**src/verilog/ads5296_pkg.sv**
```systemverilog
package ads5296_pkg;

  // word addresses, decoded from wb_adr_i[6:2]
  localparam logic [4:0] REG_DLY_LOAD_LO = 5'd0;   // load strobe for the data lanes
  localparam logic [4:0] REG_DLY_LOAD_HI = 5'd1;   // load strobe for fclk and sync lanes
  localparam logic [4:0] REG_DLY_RST_LO  = 5'd2;
  localparam logic [4:0] REG_DLY_RST_HI  = 5'd3;
  localparam logic [4:0] REG_DLY_VTC_LO  = 5'd4;
  localparam logic [4:0] REG_DLY_VTC_HI  = 5'd5;
  localparam logic [4:0] REG_DLY_VAL     = 5'd6;   // tap value plus busy flag at bit 16
  localparam logic [4:0] REG_FCLK_ERR    = 5'd7;   // read only
  localparam logic [4:0] REG_ISERDES_RST = 5'd8;
  localparam logic [4:0] REG_MMCM_CTRL   = 5'd9;   // rst in bit 0 and clksel in bit 8
  localparam logic [4:0] REG_LCLK_CNT    = 5'd10;  // 10..14 read only rates
  localparam logic [4:0] REG_FCLK0_CNT   = 5'd11;
  localparam logic [4:0] REG_FCLK1_CNT   = 5'd12;
  localparam logic [4:0] REG_FCLK2_CNT   = 5'd13;
  localparam logic [4:0] REG_FCLK3_CNT   = 5'd14;
  localparam logic [4:0] REG_BITSLIP     = 5'd15;
  localparam logic [4:0] REG_SNAPSHOT    = 5'd16;
  localparam logic [4:0] REG_VERSION     = 5'd17;  // read only
  localparam logic [4:0] REG_SLIP_IDX    = 5'd18;
  localparam logic [4:0] REG_LAST        = REG_SLIP_IDX;  // above this is unmapped

  // ideal frame clock word, 8x serialization
  localparam logic [7:0] FRAME_PATTERN = 8'hF0;

  localparam int DELAY_W = 9;  // idelay tap count

  // 8 data lanes per adc, one per frame clock, plus the sync lane
  function automatic int num_lanes(input int units, input int fclks);
    return 8 * units + fclks + 1;
  endfunction

endpackage

```
**src/verilog/wb_ads5296_attach.sv**
```systemverilog
module wb_ads5296_attach
  import ads5296_pkg::*;
#(
  parameter int G_NUM_UNITS = 4,
  parameter int G_NUM_FCLKS = 1,
  parameter int G_IS_MASTER = 0,
  parameter int G_VERSION   = 0
) (
  input  logic                                          wb_clk_i,
  input  logic                                          wb_rst_i,
  input  logic [31:0]                                   wb_adr_i,
  input  logic [31:0]                                   wb_dat_i,
  input  logic [3:0]                                    wb_sel_i,
  input  logic                                          wb_we_i,
  input  logic                                          wb_cyc_i,
  input  logic                                          wb_stb_i,
  output logic [31:0]                                   wb_dat_o,
  output logic                                          wb_ack_o,
  output logic                                          wb_err_o,
  input  logic                                          mmcm_locked_i,
  input  logic                                          seq_busy_i,
  input  logic [31:0]                                   err_cnt_i,
  input  logic [31:0]                                   lclk_cnt_i,
  input  logic [31:0]                                   fclk0_cnt_i,
  input  logic [31:0]                                   fclk1_cnt_i,
  input  logic [31:0]                                   fclk2_cnt_i,
  input  logic [31:0]                                   fclk3_cnt_i,
  output logic                                          load_req_o,
  output logic [num_lanes(G_NUM_UNITS, G_NUM_FCLKS)-1:0] load_mask_o,
  output logic [num_lanes(G_NUM_UNITS, G_NUM_FCLKS)-1:0] vtc_reg_o,
  output logic [num_lanes(G_NUM_UNITS, G_NUM_FCLKS)-1:0] delay_rst_o,
  output logic [DELAY_W-1:0]                            delay_val_o,
  output logic [4*G_NUM_UNITS-1:0]                      bitslip_o,
  output logic [2:0]                                    slip_index_o,
  output logic                                          iserdes_rst_o,
  output logic                                          mmcm_rst_o,
  output logic                                          mmcm_clksel_o,
  output logic                                          snapshot_trigger_o
);

  localparam int NL   = num_lanes(G_NUM_UNITS, G_NUM_FCLKS);
  localparam int LO_W = 8 * G_NUM_UNITS;  // lanes in the _LO words
  localparam int HI_W = NL - LO_W;        // fclk lanes + sync lane

  logic [NL-1:0] load_q;   // last value written to words 0/1, readback only
  logic [31:0]   rd_mux;
  logic [31:0]   rd_q;
  logic [31:0]   bmask;
  logic [31:0]   wdat;
  logic [4:0]    adr;
  logic          req;
  logic          is_load;
  logic          bad;

  assign adr     = wb_adr_i[6:2];
  assign req     = wb_cyc_i & wb_stb_i & ~wb_ack_o & ~wb_err_o;  // new request only
  assign is_load = (adr == REG_DLY_LOAD_LO) | (adr == REG_DLY_LOAD_HI);
  // unmapped word, or a load while the sequencer still runs
  assign bad     = (adr > REG_LAST) | (wb_we_i & is_load & (seq_busy_i | load_req_o));

  // byte lanes not selected keep the current contents
  assign bmask = {{8{wb_sel_i[3]}}, {8{wb_sel_i[2]}}, {8{wb_sel_i[1]}}, {8{wb_sel_i[0]}}};
  assign wdat  = (wb_dat_i & bmask) | (rd_mux & ~bmask);

  assign wb_dat_o = wb_ack_o ? rd_q : 32'd0;  // data only alongside ack

  // current value of the addressed word, zero above each field
  always_comb begin
    rd_mux = '0;
    case (adr)
      REG_DLY_LOAD_LO: rd_mux = 32'(load_q[LO_W-1:0]);
      REG_DLY_LOAD_HI: rd_mux = 32'(load_q[NL-1:LO_W]);
      REG_DLY_RST_LO:  rd_mux = 32'(delay_rst_o[LO_W-1:0]);
      REG_DLY_RST_HI:  rd_mux = 32'(delay_rst_o[NL-1:LO_W]);
      REG_DLY_VTC_LO:  rd_mux = 32'(vtc_reg_o[LO_W-1:0]);
      REG_DLY_VTC_HI:  rd_mux = 32'(vtc_reg_o[NL-1:LO_W]);
      REG_DLY_VAL: begin
        rd_mux[DELAY_W-1:0] = delay_val_o;
        rd_mux[16]          = seq_busy_i;  // load sequence in progress
      end
      REG_FCLK_ERR:    rd_mux = err_cnt_i;
      REG_ISERDES_RST: rd_mux[0] = iserdes_rst_o;
      REG_MMCM_CTRL: begin
        rd_mux[24] = (G_IS_MASTER != 0);
        rd_mux[16] = mmcm_locked_i;
        rd_mux[8]  = mmcm_clksel_o;
        rd_mux[0]  = mmcm_rst_o;
      end
      REG_LCLK_CNT:    rd_mux = lclk_cnt_i;
      REG_FCLK0_CNT:   rd_mux = fclk0_cnt_i;
      REG_FCLK1_CNT:   rd_mux = fclk1_cnt_i;
      REG_FCLK2_CNT:   rd_mux = fclk2_cnt_i;
      REG_FCLK3_CNT:   rd_mux = fclk3_cnt_i;
      REG_BITSLIP:     rd_mux = 32'(bitslip_o);
      REG_SNAPSHOT:    rd_mux[0] = snapshot_trigger_o;
      REG_VERSION:     rd_mux = 32'(G_VERSION);
      REG_SLIP_IDX:    rd_mux = 32'(slip_index_o);
      default: ;  // unmapped words answer with err
    endcase
  end

  always_ff @(posedge wb_clk_i) begin
    if (wb_rst_i) begin
      wb_ack_o           <= 1'b0;
      wb_err_o           <= 1'b0;
      load_req_o         <= 1'b0;
      load_q             <= '0;
      delay_rst_o        <= '0;
      vtc_reg_o          <= '1;  // vtc tracking on by default
      delay_val_o        <= '0;
      bitslip_o          <= '0;
      slip_index_o       <= '0;
      iserdes_rst_o      <= 1'b0;
      mmcm_rst_o         <= 1'b0;
      mmcm_clksel_o      <= 1'b0;
      snapshot_trigger_o <= 1'b0;
    end else begin
      wb_ack_o   <= req & ~bad;
      wb_err_o   <= req & bad;
      load_req_o <= 1'b0;  // single cycle strobe
      if (req && !bad && wb_we_i) begin
        case (adr)
          REG_DLY_LOAD_LO: begin
            load_q[LO_W-1:0] <= wdat[LO_W-1:0];
            load_req_o       <= 1'b1;
          end
          REG_DLY_LOAD_HI: begin
            load_q[NL-1:LO_W] <= wdat[HI_W-1:0];
            load_req_o        <= 1'b1;
          end
          REG_DLY_RST_LO:  delay_rst_o[LO_W-1:0]  <= wdat[LO_W-1:0];
          REG_DLY_RST_HI:  delay_rst_o[NL-1:LO_W] <= wdat[HI_W-1:0];
          REG_DLY_VTC_LO:  vtc_reg_o[LO_W-1:0]    <= wdat[LO_W-1:0];
          REG_DLY_VTC_HI:  vtc_reg_o[NL-1:LO_W]   <= wdat[HI_W-1:0];
          REG_DLY_VAL:     delay_val_o            <= wdat[DELAY_W-1:0];
          REG_ISERDES_RST: iserdes_rst_o          <= wdat[0];
          REG_MMCM_CTRL: begin
            mmcm_rst_o    <= wdat[0];
            mmcm_clksel_o <= wdat[8];
          end
          REG_BITSLIP:     bitslip_o          <= wdat[4*G_NUM_UNITS-1:0];
          REG_SNAPSHOT:    snapshot_trigger_o <= wdat[0];
          REG_SLIP_IDX:    slip_index_o       <= wdat[2:0];
          default: ;  // read only words ack without change
        endcase
      end
    end
  end

  // load lanes of the written word and read data for the ack cycle
  always_ff @(posedge wb_clk_i) begin
    if (req && !bad && wb_we_i && is_load) begin
      load_mask_o <= '0;  // only the lanes of the written word
      if (adr == REG_DLY_LOAD_LO) begin
        load_mask_o[LO_W-1:0] <= wdat[LO_W-1:0];
      end else begin
        load_mask_o[NL-1:LO_W] <= wdat[HI_W-1:0];
      end
    end
    if (req && !wb_we_i) begin
      rd_q <= rd_mux;
    end
  end

endmodule

```
**src/verilog/delay_load_seq.sv**
```systemverilog
module delay_load_seq
  import ads5296_pkg::*;
#(
  parameter int G_NUM_UNITS = 4,
  parameter int G_NUM_FCLKS = 1,
  parameter int G_VTC_WAIT  = 8
) (
  input  logic                                          wb_clk_i,
  input  logic                                          wb_rst_i,
  input  logic                                          load_req_i,
  input  logic [num_lanes(G_NUM_UNITS, G_NUM_FCLKS)-1:0] load_mask_i,
  input  logic [num_lanes(G_NUM_UNITS, G_NUM_FCLKS)-1:0] vtc_reg_i,
  output logic [num_lanes(G_NUM_UNITS, G_NUM_FCLKS)-1:0] delay_load_o,
  output logic [num_lanes(G_NUM_UNITS, G_NUM_FCLKS)-1:0] delay_en_vtc_o,
  output logic                                          seq_busy_o
);

  localparam int NL    = num_lanes(G_NUM_UNITS, G_NUM_FCLKS);
  localparam int CNT_W = $clog2(G_VTC_WAIT + 1);

  typedef enum logic [1:0] {
    S_IDLE,
    S_VTC_OFF,  // en_vtc dropped, wait for idelay to go static
    S_LOAD,     // one cycle load pulse
    S_SETTLE    // hold en_vtc low after the load
  } state_t;

  state_t        state_q;
  logic [CNT_W-1:0] wait_q;
  logic [NL-1:0] mask_q;  // lanes of the running sequence

  always_ff @(posedge wb_clk_i) begin
    if (wb_rst_i) begin
      state_q <= S_IDLE;
      wait_q  <= '0;
    end else begin
      case (state_q)
        S_IDLE: begin
          if (load_req_i) begin
            state_q <= S_VTC_OFF;
            wait_q  <= CNT_W'(G_VTC_WAIT - 1);
          end
        end
        S_VTC_OFF: begin
          if (wait_q == '0) begin
            state_q <= S_LOAD;
          end else begin
            wait_q <= wait_q - 1'b1;
          end
        end
        S_LOAD: begin
          state_q <= S_SETTLE;
          wait_q  <= CNT_W'(G_VTC_WAIT - 1);
        end
        S_SETTLE: begin
          if (wait_q == '0) begin
            state_q <= S_IDLE;  // en_vtc back to register value next cycle
          end else begin
            wait_q <= wait_q - 1'b1;
          end
        end
        default: state_q <= S_IDLE;
      endcase
    end
  end

  // mask captured when a new sequence starts
  always_ff @(posedge wb_clk_i) begin
    if (load_req_i && state_q == S_IDLE) begin
      mask_q <= load_mask_i;
    end
  end

  assign seq_busy_o     = (state_q != S_IDLE);
  // unmasked lanes always follow the register
  assign delay_en_vtc_o = seq_busy_o ? (vtc_reg_i & ~mask_q) : vtc_reg_i;
  assign delay_load_o   = (state_q == S_LOAD) ? mask_q : '0;

endmodule

```
**src/verilog/frame_checker.sv**
```systemverilog
module frame_checker
  import ads5296_pkg::*;
#(
  parameter int G_NUM_FCLKS = 1
) (
  input  logic                     wb_clk_i,
  input  logic                     wb_rst_i,
  input  logic                     clr_i,
  input  logic [8*G_NUM_FCLKS-1:0] fclk_word_i,
  input  logic                     fclk_word_vld_i,
  output logic [31:0]              err_cnt_o
);

  logic [2:0]  n_bad;  // 0..4 bad lanes this cycle
  logic [32:0] sum;    // carry out flags saturation

  always_comb begin
    n_bad = '0;
    for (int i = 0; i < G_NUM_FCLKS; i++) begin
      if (fclk_word_i[8*i +: 8] != FRAME_PATTERN) begin
        n_bad = n_bad + 3'd1;
      end
    end
  end

  assign sum = {1'b0, err_cnt_o} + 33'(n_bad);

  always_ff @(posedge wb_clk_i) begin
    if (wb_rst_i || clr_i) begin
      err_cnt_o <= '0;
    end else if (fclk_word_vld_i) begin
      err_cnt_o <= sum[32] ? '1 : sum[31:0];  // stick at all ones
    end
  end

endmodule

```
**src/verilog/rate_counter.sv**
```systemverilog
module rate_counter
  import ads5296_pkg::*;
#(
  parameter int G_NUM_FCLKS   = 1,
  parameter int G_GATE_CYCLES = 1024
) (
  input  logic                   wb_clk_i,
  input  logic                   wb_rst_i,
  input  logic                   lclk_tick_i,
  input  logic [G_NUM_FCLKS-1:0] fclk_tick_i,
  output logic [31:0]            lclk_cnt_o,
  output logic [31:0]            fclk0_cnt_o,
  output logic [31:0]            fclk1_cnt_o,
  output logic [31:0]            fclk2_cnt_o,
  output logic [31:0]            fclk3_cnt_o
);

  localparam int GATE_W = $clog2(G_GATE_CYCLES);

  logic [GATE_W-1:0] gate_q;
  logic              win_end;  // last cycle of the window
  logic [4:0]        tick;     // slot 0 lclk, 1..4 fclk0..3
  logic [31:0]       run_q [5];
  logic [31:0]       lat_q [5];

  assign tick    = {4'(fclk_tick_i), lclk_tick_i};  // absent fclks never tick
  assign win_end = (gate_q == GATE_W'(G_GATE_CYCLES - 1));

  always_ff @(posedge wb_clk_i) begin
    if (wb_rst_i) begin
      gate_q <= '0;
      for (int i = 0; i < 5; i++) begin
        run_q[i] <= '0;
        lat_q[i] <= '0;
      end
    end else begin
      gate_q <= win_end ? '0 : gate_q + 1'b1;
      for (int i = 0; i < 5; i++) begin
        if (win_end) begin
          lat_q[i] <= run_q[i] + 32'(tick[i]);  // last-cycle tick counts here
          run_q[i] <= '0;
        end else begin
          run_q[i] <= run_q[i] + 32'(tick[i]);
        end
      end
    end
  end

  assign lclk_cnt_o  = lat_q[0];
  assign fclk0_cnt_o = lat_q[1];
  assign fclk1_cnt_o = lat_q[2];
  assign fclk2_cnt_o = lat_q[3];
  assign fclk3_cnt_o = lat_q[4];

endmodule

```
**src/verilog/ads5296_ctrl_top.sv**
```systemverilog
module ads5296_ctrl_top
  import ads5296_pkg::*;
#(
  parameter int G_NUM_UNITS   = 4,
  parameter int G_NUM_FCLKS   = 1,
  parameter int G_IS_MASTER   = 0,
  parameter int G_VERSION     = 0,
  parameter int G_VTC_WAIT    = 8,
  parameter int G_GATE_CYCLES = 1024
) (
  input  logic                                          wb_clk_i,
  input  logic                                          wb_rst_i,
  input  logic [31:0]                                   wb_adr_i,
  input  logic [31:0]                                   wb_dat_i,
  input  logic [3:0]                                    wb_sel_i,
  input  logic                                          wb_we_i,
  input  logic                                          wb_cyc_i,
  input  logic                                          wb_stb_i,
  output logic [31:0]                                   wb_dat_o,
  output logic                                          wb_ack_o,
  output logic                                          wb_err_o,
  input  logic                                          mmcm_locked_i,
  input  logic                                          lclk_tick_i,
  input  logic [G_NUM_FCLKS-1:0]                        fclk_tick_i,
  input  logic [8*G_NUM_FCLKS-1:0]                      fclk_word_i,
  input  logic                                          fclk_word_vld_i,
  output logic [num_lanes(G_NUM_UNITS, G_NUM_FCLKS)-1:0] delay_load_o,
  output logic [num_lanes(G_NUM_UNITS, G_NUM_FCLKS)-1:0] delay_rst_o,
  output logic [num_lanes(G_NUM_UNITS, G_NUM_FCLKS)-1:0] delay_en_vtc_o,
  output logic [DELAY_W-1:0]                            delay_val_o,
  output logic [4*G_NUM_UNITS-1:0]                      bitslip_o,
  output logic [2:0]                                    slip_index_o,
  output logic                                          iserdes_rst_o,
  output logic                                          mmcm_rst_o,
  output logic                                          mmcm_clksel_o,
  output logic                                          snapshot_trigger_o
);

  localparam int NL = num_lanes(G_NUM_UNITS, G_NUM_FCLKS);

  logic          load_req;
  logic [NL-1:0] load_mask;
  logic [NL-1:0] vtc_reg;
  logic          seq_busy;
  logic [31:0]   err_cnt;
  logic [31:0]   lclk_cnt;
  logic [31:0]   fclk0_cnt;
  logic [31:0]   fclk1_cnt;
  logic [31:0]   fclk2_cnt;
  logic [31:0]   fclk3_cnt;

  wb_ads5296_attach #(
    .G_NUM_UNITS (G_NUM_UNITS),
    .G_NUM_FCLKS (G_NUM_FCLKS),
    .G_IS_MASTER (G_IS_MASTER),
    .G_VERSION   (G_VERSION)
  ) attach_i (
    .wb_clk_i           (wb_clk_i),
    .wb_rst_i           (wb_rst_i),
    .wb_adr_i           (wb_adr_i),
    .wb_dat_i           (wb_dat_i),
    .wb_sel_i           (wb_sel_i),
    .wb_we_i            (wb_we_i),
    .wb_cyc_i           (wb_cyc_i),
    .wb_stb_i           (wb_stb_i),
    .wb_dat_o           (wb_dat_o),
    .wb_ack_o           (wb_ack_o),
    .wb_err_o           (wb_err_o),
    .mmcm_locked_i      (mmcm_locked_i),
    .seq_busy_i         (seq_busy),
    .err_cnt_i          (err_cnt),
    .lclk_cnt_i         (lclk_cnt),
    .fclk0_cnt_i        (fclk0_cnt),
    .fclk1_cnt_i        (fclk1_cnt),
    .fclk2_cnt_i        (fclk2_cnt),
    .fclk3_cnt_i        (fclk3_cnt),
    .load_req_o         (load_req),
    .load_mask_o        (load_mask),
    .vtc_reg_o          (vtc_reg),
    .delay_rst_o        (delay_rst_o),
    .delay_val_o        (delay_val_o),
    .bitslip_o          (bitslip_o),
    .slip_index_o       (slip_index_o),
    .iserdes_rst_o      (iserdes_rst_o),
    .mmcm_rst_o         (mmcm_rst_o),
    .mmcm_clksel_o      (mmcm_clksel_o),
    .snapshot_trigger_o (snapshot_trigger_o)
  );

  delay_load_seq #(
    .G_NUM_UNITS (G_NUM_UNITS),
    .G_NUM_FCLKS (G_NUM_FCLKS),
    .G_VTC_WAIT  (G_VTC_WAIT)
  ) seq_i (
    .wb_clk_i       (wb_clk_i),
    .wb_rst_i       (wb_rst_i),
    .load_req_i     (load_req),
    .load_mask_i    (load_mask),
    .vtc_reg_i      (vtc_reg),
    .delay_load_o   (delay_load_o),
    .delay_en_vtc_o (delay_en_vtc_o),
    .seq_busy_o     (seq_busy)
  );

  // error count held at zero while the iserdes is in reset
  frame_checker #(
    .G_NUM_FCLKS (G_NUM_FCLKS)
  ) fchk_i (
    .wb_clk_i        (wb_clk_i),
    .wb_rst_i        (wb_rst_i),
    .clr_i           (iserdes_rst_o),
    .fclk_word_i     (fclk_word_i),
    .fclk_word_vld_i (fclk_word_vld_i),
    .err_cnt_o       (err_cnt)
  );

  rate_counter #(
    .G_NUM_FCLKS   (G_NUM_FCLKS),
    .G_GATE_CYCLES (G_GATE_CYCLES)
  ) rate_i (
    .wb_clk_i    (wb_clk_i),
    .wb_rst_i    (wb_rst_i),
    .lclk_tick_i (lclk_tick_i),
    .fclk_tick_i (fclk_tick_i),
    .lclk_cnt_o  (lclk_cnt),
    .fclk0_cnt_o (fclk0_cnt),
    .fclk1_cnt_o (fclk1_cnt),
    .fclk2_cnt_o (fclk2_cnt),
    .fclk3_cnt_o (fclk3_cnt)
  );

endmodule

```
**config.mk**
```make
export PLATFORM = sky130hd
export DESIGN_NAME = ads5296_ctrl_top
export DESIGN_NICKNAME = d
export VERILOG_FILES = /design/src/verilog/ads5296_pkg.sv /design/src/verilog/wb_ads5296_attach.sv /design/src/verilog/delay_load_seq.sv /design/src/verilog/frame_checker.sv /design/src/verilog/rate_counter.sv /design/src/verilog/ads5296_ctrl_top.sv
export SDC_FILE = /design/constraint.sdc
export NUM_CORES = 1
export LEC_CHECK = 0
export BUFFER_PORTS_ARGS = -buffer_cell sky130_fd_sc_hd__buf_2
export CORE_MARGIN = 3
export CORE_UTILIZATION = 35
export DETAILED_ROUTE_END_ITERATION = 12
export PLACE_DENSITY = 0.6
export REMOVE_ABC_BUFFERS = 1
export SYNTH_ARGS = -nofsm -noshare
export SYNTH_HDL_FRONTEND = slang
export SYNTH_HIERARCHICAL = 1
export SYNTH_SLANG_ARGS = --single-unit
```
**constraint.sdc**
```tcl
create_clock -name wb_clk_i -period 4.13 [get_ports wb_clk_i]
set_clock_uncertainty 0.05 [all_clocks]
set_input_delay 0 -clock wb_clk_i [delete_from_list [all_inputs] [get_ports wb_clk_i]]
set_output_delay 0 -clock wb_clk_i [all_outputs]
set_load 0.01 [all_outputs]
```
# Word level (Yosys, flattened, before mapping)
# Memories as Yosys holds them, arrays and structs flattened.
# Cells that the tools add are included.
# word_totals
ram_bits,320
n_memories,2
inputBits,85
ff_bits,285
# mem_list
name,words,width,read_ports,rd_ports_with_merged_regs,wr,line,rtl
rate_i.lat_q,5,32,5,0,5,rate_counter.sv:24,logic [31:0] lat_q [5];
rate_i.run_q,5,32,5,0,5,rate_counter.sv:23,logic [31:0] run_q [5];
# op_classes
reduce_logical,30
bitwise,35
order_cmp,1
addsub,5
n_eq_ne,26
mux,44
# ops
operator,count
2-to-1 mux 32 bit,17
case mux 7 bit (9 select lines),2
case mux 7 bit (15 select lines),1
case mux 7 bit (10 select lines),1
2-to-1 mux 34 bit,2
adder 32 x 1 -> 32 bit,2
bitwise AND 32 bit,2
equality test 5 x 4 -> 1 bit (second input constant),8
bitwise AND 34 bit,1
inverter 34 bit,1
adder 32 x 1 -> 33 bit,1
inverter 32 bit,1
OR 32 bit,1
AND reduction 2 bit,13
equality test 5 x 3 -> 1 bit (second input constant),4
OR 1 bit,18
case mux 1 bit (18 select lines),1
case mux 1 bit (12 select lines),1
case mux 4 bit (3 select lines),1
case mux 1 bit (11 select lines),1
adder 10 x 1 -> 10 bit (second input constant),1
equality test 10 bit (second input constant),1
equality test 5 x 2 -> 1 bit (second input constant),2
equality test 5 bit (second input constant),2
other kinds (24),56

# Depth between registers and ports, before layout
# Gate-level depths: netlist (run 1).
# depth
word_depth,10
ltp_mapped,11

# Cells and area by module
# The synthesis (run 1) kept the hierarchy.
# modules_own_cells
module,seq_area_each_um2,cells_each,area_each_um2,n_inst
wb_ads5296_attach,4724.5,1136,10761.6,1
rate_counter,4043.9,602,6824.0,1
delay_load_seq,1141.1,157,1933.1,1
frame_checker,640.6,208,1730.4,1

# Worst setup path before layout (run 1)
# No wires, ideal clock.
# synth_timing
kind,reg-to-reg
startpoint,register rate_i.gate_q[6]
endpoint,"memory rate_i.lat_q[0][0], enable pin"
required_ns,3.627
path_slack_ns,0.606
period_less_slack_ns,3.524
arrival_time_ns,3.020
stages_incl_launch_ff,6
n_path_buf,2
cell_sequence,dfxtp_1 -> nand3_1 -> or2_1 -> o21bai_1 -> clkbuf_1 -> clkbuf_1
# synth_rtl
item,line,rtl
from (decl),rate_counter.sv:20,logic [GATE_W-1:0] gate_q;
from (signal assigned),rate_counter.sv:37,gate_q <= win_end ? '0 : gate_q + 1'b1;
to (decl),rate_counter.sv:24,

# Worst setup path in the final report (run 1)
# layout_timing
startpoint,register attach_i.wb_ack_o
endpoint,register attach_i.vtc_reg_o[19]
# layout_via
elab_chain_len,6
# layout_rtl
item,line,rtl
from (decl),wb_ads5296_attach.sv:18,"output logic wb_ack_o,"
from (signal assigned),wb_ads5296_attach.sv:118,wb_ack_o <= req & ~bad;
inverter 1 bit,wb_ads5296_attach.sv:56,assign req = wb_cyc_i & wb_stb_i & ~wb_ack_o & ~wb_err_o;
bitwise AND 1 bit (2 in a row),wb_ads5296_attach.sv:56,
logical AND 1 bit (2 in a row),wb_ads5296_attach.sv:121,if (req && !bad && wb_we_i) begin
AND reduction 2 bit (no line),-,
"to (signal, indexed assignment)",wb_ads5296_attach.sv:133,REG_DLY_VTC_LO: vtc_reg_o[LO_W-1:0] <= wdat[LO_W-1:0];
"to (signal, indexed assignment)",wb_ads5296_attach.sv:134,REG_DLY_VTC_HI: vtc_reg_o[NL-1:LO_W] <= wdat[HI_W-1:0];
to (decl),wb_ads5296_attach.sv:30,"output logic [num_lanes(G_NUM_UNITS, G_NUM_FCLKS)-1:0] vtc_reg_o,"
# Every way passes these cells.
# A chain may end at the register's enable or synchronous reset.

==> out/results.txt, run 1 <==
Status -> finished clean
Nets@finish -> 2492
Chip Width -> 252 um
H-tree depth -> 2
VDD IR-drop max -> 0.227 mV
Busiest grt layer -> met2
Postcts setup bufs -> 0
Cts bufs inserted -> 44
Top_reg_cell synth -> edfxtp_1
First-pass GRT wire length -> 103000 um
Synth area leaders -> edfxtp_1 32%, dfxtp_1 17%, nor2_1 3.9%, nand3_1 3.7%, buf_4 3.6%
Post-synth cell types -> 104
Initial Util -> 35.7%
Mean area per synthesized cell -> 10.1 um2
Layout cell share with drive strength beyond 1 -> 18.1%
Synth area leader -> edfxtp_1
Final period util -> 79.3%
Worst Hold Class -> input port to flop
Antenna diodes -> 0
Largest net degree at the start of global routing -> 87
Leakage -> 9.53 nW
Share of the synthesized area in the top cell type -> 32.2%
Remaining antenna violation count -> 0
Number of synthesized flops with an enable pin -> 228
Mapped Cells -> 2103
Fin crit period -> 3.27 ns
Worst-Skew Late Latency -> 0.58 ns
RR Startpoint -> attach_i/wb_ack_o
Growth of design area from synthesis to finish -> 17.0%
Drt drc -> 0
Resize count post-CTS -> 0
Die Ht -> 252 um
Pre-antenna DRT Iters -> 5
Hold Path Sink -> attach_i/load_mask_o[12]
Met1 Resource Use GR -> 28.5%
Worst R2R Path Depth -> 8
Post-DP HPWL -> 48200 um
Crit end category -> flop
CTS Sinks -> 413
Seq/Total Area, Yosys -> 49.6%
Unrepaired setup endpoints after global routing -> no
Slew headroom -> 18.4%
DR iter-0 viols -> 1740
Slew at the pin with the worst max-slew slack -> 1.22 ns
Setup ws final -> 0.856 ns
CP max FO -> 45
Setup TNS -> 0 ns
Antenna violations before repair -> 3
Root buf cell -> clkbuf_16
CP arrival -> 3.69 ns
Row Count -> 89
R2R Path End -> attach_i/vtc_reg_o[19]
Grt met3 use -> 3.11%
Total Wirelength -> 68300 um
Fin. Hold Viols -> 0
# hold bufs at CTS -> 50
Worst hold path depth -> 3
Final Slew Violations -> 0
Post-DP Area -> 22900 um2
Max_cap viols -> 0
Placed cell count -> 3072
Max clock buf depth -> 3
WL/cell -> 21.4 um
Power density over cell area -> 383 nW/um2
M2 GR Usage -> 33.7%
Worst setup SP type -> flop
Synth Cell Area -> 21200 um2
Grt ovf -> 0
Setup WS pre-CTS -> 1.10 ns
Final setup viols -> 0
Yosys warning total -> 6
Clk slew on worst S/H paths -> 0.06 ns
Die area -> 63700 um2
Worst Min Path Start -> wb_sel_i[1]
All-Layer GR Usage -> 20.9%
Fin cells -> 3201
Seq cells post-synth -> 413
Number of I/O pins -> 253
Gpl congestion -> 0.897
CP required -> 4.54 ns
Asr flop ratio synth -> 0%
Buffers on Ports -> 225
Core area -> 59600 um2
Final instance area -> 24900 um2
TritonCTS clock tree -> done
CP Class -> flop to flop
Design Power -> 9.51 mW
R2R Setup Slk -> 0.86 ns
FMAX -> 0.305 GHz
Post-DR vias/cell -> 5.46
Vias post-DR -> 17465
Vias in the first global route -> 16694
## cell type report
cell class              count  area (um2)
flip-flops and latches    413       10600
well taps                 773         967
repair buffers            317        1970
multi-input cells        1585        9790
fillers                  5693       34700
inverters                  34         128
clock inverters            15         195
clock buffers              64        1260
## critical path, stage by stage (launching register included)
cell	delay (ns)
dfxtp_1	0.31
nor4bb_1	0.47
nand2_1	0.21
nor3_4	0.41
nand2_2	0.38
buf_4	0.41
a21oi_1	0.21
o31ai_1	0.08
dlygate4sd3_1	0.57
## report_power, final
part / leakage (nW) / internal, mW / switching, mW / total (mW)
Clock: 0.696 / 2.37 / 1.66 / 4.03
Combinational: 5.23 / 0.324 / 0.640 / 0.964
Sequential: 3.60 / 4.44 / 0.0770 / 4.51
Total: 9.53 / 7.13 / 2.38 / 9.51
## metrics by stage
stage                     utilization (%)  hold slack [ns]
after floorplan                         -           0.0162
after global placement               38.5            0.282
after detailed placement             38.5            0.292
after CTS                            41.7           0.0116
after global routing                 41.7           0.0754
final                                41.7           0.0575
## cell usage after synthesis, types with 40 or more instances
cell and count:
nand4_1 48, buf_4 102, and2_1 75, nand3_1 157, clkbuf_1 52, a21oi_1 84
nor2_1 220, nand2_1 89, mux2i_1 49, nor3_1 44, and3_1 73, xor2_1 40
dfxtp_1 185, edfxtp_1 228, buf_2 48
## layer usage
metal	share of wire [%]	routed length (um)
met1	44	29700
met2	46	31400
met3	7.2	4890
met4	3.3	2280
met5	0	0
## placed cells by master, fill, tap and decap left out, types with 48 or more instances in the layout
cell type | Yosys | layout
nand4_1 | 48 | 48
nand3_1 | 157 | 157
mux2i_1 | 49 | 49
edfxtp_1 | 228 | 228
dlygate4sd3_1 | 0 | 50
dfxtp_1 | 185 | 185
buf_2 | 48 | 224
conb_1 | 2 | 160
nand2_1 | 89 | 87
and2_1 | 75 | 73
and3_1 | 73 | 73
nor2_1 | 220 | 218
a21oi_1 | 84 | 84
## worst max-delay path by stage
stage	start	to	slack, ns	cells after the start
CTS	attach_i/wb_err_o	attach_i/vtc_reg_o[19]	0.86	8
detailed placement	wb_adr_i[3]	attach_i/load_q[26]	1.10	9
finish	attach_i/wb_ack_o	attach_i/vtc_reg_o[19]	0.86	8
global placement	wb_adr_i[3]	attach_i/delay_val_o[8]	1.15	9
global route	seq_i/state_q[0]	attach_i/vtc_reg_o[19]	0.66	10
floorplan	rate_i/gate_q[6]	rate_i/lat_q[0][0]	-2.56	3
## state kept, by name, summed over array words and instances, names as in the netlist
name / flops
rate_i/run_q: 64
attach_i/mmcm_rst_o: 1
attach_i/load_req_o: 1
attach_i/delay_val_o: 9
attach_i/delay_rst_o: 34
attach_i/wb_ack_o: 1
rate_i/gate_q: 10
attach_i/load_mask_o: 34
rate_i/lat_q: 64
seq_i/wait_q: 4
attach_i/rd_q: 32
attach_i/load_q: 34
seq_i/state_q: 2
attach_i/iserdes_rst_o: 1
attach_i/mmcm_clksel_o: 1
attach_i/vtc_reg_o: 34
seq_i/mask_q: 34
attach_i/wb_err_o: 1
fchk_i/err_cnt_o: 32
attach_i/bitslip_o: 16
attach_i/snapshot_trigger_o: 1
attach_i/slip_index_o: 3
## logic make-up after synthesis
| kind of cell | after synthesis | synth area share, % |
|---|---|---|
| multiplexers | 54 | 2.63 |
| buffers and inverters | 263 | 7.22 |
| AO/OA/AOI/OAI | 391 | 12.9 |
| adder cells (fa/ha/maj) | 12 | 0.707 |
| AND/OR/NAND/NOR | 889 | 23.6 |
| XOR/XNOR | 79 | 3.26 |
| flip-flops | 413 | 49.6 |
| other | 2 | 0.0353 |
No activity file was read; power rests on OpenSTA's default activity.
==> inputs of run 2 (changes only) <==
--- a/config.mk
+++ b/config.mk
@@ -5,11 +5,12 @@
 export SDC_FILE = /design/constraint.sdc
 export NUM_CORES = 1
 export LEC_CHECK = 0
+export ABC_AREA = 1
 export BUFFER_PORTS_ARGS = -buffer_cell sky130_fd_sc_hd__buf_2
 export CORE_MARGIN = 3
 export CORE_UTILIZATION = 35
 export DETAILED_ROUTE_END_ITERATION = 12
-export PLACE_DENSITY = 0.6
+export PLACE_DENSITY = 0.59
 export REMOVE_ABC_BUFFERS = 1
 export SYNTH_ARGS = -nofsm -noshare
 export SYNTH_HDL_FRONTEND = slang
==> constraint.sdc (replaced) <==
create_clock -name wb_clk_i -period 3.4 [get_ports wb_clk_i]
set_clock_uncertainty 0.05 [all_clocks]
set_input_delay 0 -clock wb_clk_i [delete_from_list [all_inputs] [get_ports wb_clk_i]]
set_output_delay 0 -clock wb_clk_i [all_outputs]
set_load 0.01 [all_outputs]
==> out/results.txt, run 2 <==
Crit end category -> flop
VDD IR-drop max -> 0.282 mV (+24%)
Mean area per synthesized cell -> 7.49 um2 (-26%)
Post-DR vias/cell -> 4.59 (-16%)
CP required -> 3.82 ns (-0.72 ns)
Fin. Hold Viols -> 0 (unchanged)
Placed cell count -> 4014 (+31%)
FMAX -> 0.327 GHz (+7.1%)
Core area -> 62100 um2 (+4.2%)
Nets@finish -> 3379 (+36%)
Pre-antenna DRT Iters -> 5 (unchanged)
Gpl congestion -> 0.898 (+0.17%)
Final setup viols -> 0 (unchanged)
Total Wirelength -> 67900 um (-0.72%)
Antenna violations before repair -> 1 (-2)
Crit-path cells -> inv_1 -> ha_1 -> inv_2 -> or2_2 -> nand2_1 -> nand4_4 -> nor2_4 -> buf_4 -> nand3_1 -> nand2_1 -> inv_1
Seq/Total Area, Yosys -> 47.7% (-1.9 points)
Resize count post-CTS -> 0 (unchanged)
Design Power -> 11.8 mW (+24%)
Postcts setup bufs -> 0 (unchanged)
Commonest cells after routing, fill and taps aside -> 984 x nand2_1, 463 x nor2_1, 273 x inv_1
Post-DP HPWL -> 47300 um (-1.7%)
Final period util -> 89.9% (+11 points)
First-pass GRT wire length -> 104000 um (+1.2%)
Critical Path Start -> seq_i/state_q[0]
Die Ht -> 257 um (+1.9%)
Number of I/O pins -> 253 (unchanged)
Remaining antenna violation count -> 0 (unchanged)
Seq cells post-synth -> 413 (unchanged)
Synth cell count leaders -> 985 x nand2_1, 469 x nor2_1, 275 x inv_1
Growth of design area from synthesis to finish -> 17.5%
Worst Hold Class -> input port to flop
All-Layer GR Usage -> 20.2% (-0.71 points)
Asr flop ratio synth -> 0% (unchanged)
Fin crit period -> 3.06 ns (-0.217 ns)
Worst R2R Path Depth -> 11 (+3)
Row Count -> 91 (+2.2%)
Top_reg_cell synth -> edfxtp_1
Worst-Skew Late Latency -> 0.58 ns (about the same)
Hold_ws -> 0.0585 ns (+0.00102 ns)
Util after Layout -> 41.8% (+0.10 points)
Worst Min Path Start -> fclk_word_i[3]
Clk slew on worst S/H paths -> 0.06 ns (about the same)
Final Slew Violations -> 0 (unchanged)
Chip Width -> 257 um (+1.9%)
CP Class -> flop to flop
Slew at the pin with the worst max-slew slack -> 1.20 ns (-0.0207 ns)
CP max FO -> 35 (-22%)
DR iter-0 viols -> 1256 (-28%)
Worst setup SP type -> flop
H-tree depth -> 2 (unchanged)
Post-synth cell types -> 42 (-60%)
Max clock buf depth -> 3 (unchanged)
CP arrival -> 3.48 ns (-0.21 ns)
Status -> finished clean
Slew headroom -> 19.7% (+1.3 points)
Number of synthesized flops with an enable pin -> 228 (unchanged)
R2R Setup Slk -> 0.34 ns (-0.51 ns)
Commonest non-fill, non-tap cell in the layout -> nand2_1
Layout cell share with drive strength beyond 1 -> 13.3% (-4.9 points)
Leakage -> 11.8 nW (+24%)
Cts bufs inserted -> 45 (+2.3%)
Vias in the first global route -> 17821 (+6.8%)
R2R Path End -> attach_i/delay_rst_o[24]
Worst-path cell with the longest stage delay -> nor2_4
Power density over cell area -> 453 nW/um2 (+19%)
WL/cell -> 16.3 um (-24%)
Grt ovf -> 0 (unchanged)
Buffers on Ports -> 225 (unchanged)
Unrepaired setup endpoints after global routing -> no
Mapped Cells -> 2952 (+40%)
Root buf cell -> clkbuf_16
Synth area leaders -> edfxtp_1 31%, dfxtp_1 17%, nand2_1 17%, nor2_1 8.0%, inv_1 4.7%
Drt drc -> 0 (unchanged)
# hold bufs at CTS -> 58 (+16%)
Die area -> 66200 um2 (+3.9%)
Worst hold path depth -> 6 (+3)
Yosys warning total -> 6 (unchanged)
Initial Util -> 35.6% (-0.055 points)
CTS Sinks -> 413 (unchanged)
Largest net degree at the start of global routing -> 66 (-24%)
TritonCTS clock tree -> done
Max stage delay on crit path -> 0.91 ns (+0.34 ns)
Most common cell in the netlist -> nand2_1
RR Startpoint -> seq_i/state_q[0]
Max_cap viols -> 0 (unchanged)
Synth area leader -> edfxtp_1
Synth Cell Area -> 22100 um2 (+4.0%)
Vias post-DR -> 19100 (+9.4%)
Top Registers -> rate_i/lat_q (64), rate_i/run_q (64)
Hold Path Sink -> fchk_i/err_cnt_o[0]
Share of the synthesized area in the top cell type -> 31.0% (-1.2 points)
Fin cells -> 4157 (+30%)
run 2: through the flow:
stage / TNS (ns) / worst slack, ns / instance area (um2)
finish: 0 / 0.343 / 26000
global route: 0 / 0.144 / 26000
CTS: 0 / 0.341 / 26000
detailed placement: 0 / 0.363 / 24000
global placement: 0 / 0.424 / 24000
floorplan: -74.21 / -0.585 / 21400
run 2: final cells by class:
| class | instances | area [um2] |
|---|---|---|
| diodes | 1 | 2.50 |
| flip-flops and latches | 413 | 10600 |
| clock inverters | 18 | 124 |
| repair buffers | 326 | 2080 |
| fillers | 6368 | 36100 |
| clock buffers | 66 | 1270 |
| well taps | 837 | 1050 |
| multi-input cells | 2209 | 9810 |
| inverters | 287 | 1080 |
run 2: how the worst max path moves through the flow:
stage	depth (start not counted)	to	slack, ns
3_3_place_gp	11	attach_i/delay_rst_o[31]	0.42
4_1_cts	11	attach_i/delay_rst_o[24]	0.34
3_5_place_dp	11	attach_i/delay_rst_o[24]	0.36
5_1_grt	12	attach_i/delay_rst_o[20]	0.14
2_1_floorplan	7	rate_i/lat_q[0][0]	-0.59
6_report	11	attach_i/delay_rst_o[24]	0.34
run 2: per-layer routing:
metal | share of wire, % | wire length, um | GRT usage [%] | up-vias
met4 | 1.9 | 1280 | 4.38 | 0
met1 | 44 | 30200 | 26.7 | 8778
met3 | 6.7 | 4530 | 3.98 | 91
met5 | 0 | 0 | 0 | -
met2 | 47 | 31900 | 34.3 | 498
li1 | - | - | - | 9733
run 2: cell families (layout without fill, tap and decap cells):
logic type,count (synthesis),in the layout,share of synthesized area (%)
simple gates,1747,1747,32.7
buf+inv,488,697,10.7
fa+ha+maj,12,12,0.679
compound gates,245,245,6.36
other cells,2,161,0.0340
flops,413,413,47.7
xor+xnor,45,45,1.78
run 2: worst max-delay path, delay by kind of cell (launching register included):
| kind | cells | cell delay, ns |
|---|---|---|
| buffers and inverters | 4 | 0.64 |
| flip-flops | 1 | 0.34 |
| adder cells (fa/ha/maj) | 1 | 0.27 |
| AND/OR/NAND/NOR | 6 | 1.63 |
run 2: power by group:
part	leakage (nW)	internal, mW	switching, mW
registers	3.59	5.40	0.0973
clock network	0.683	2.67	2.06
logic	7.57	0.504	1.03
total	11.8	8.58	3.19
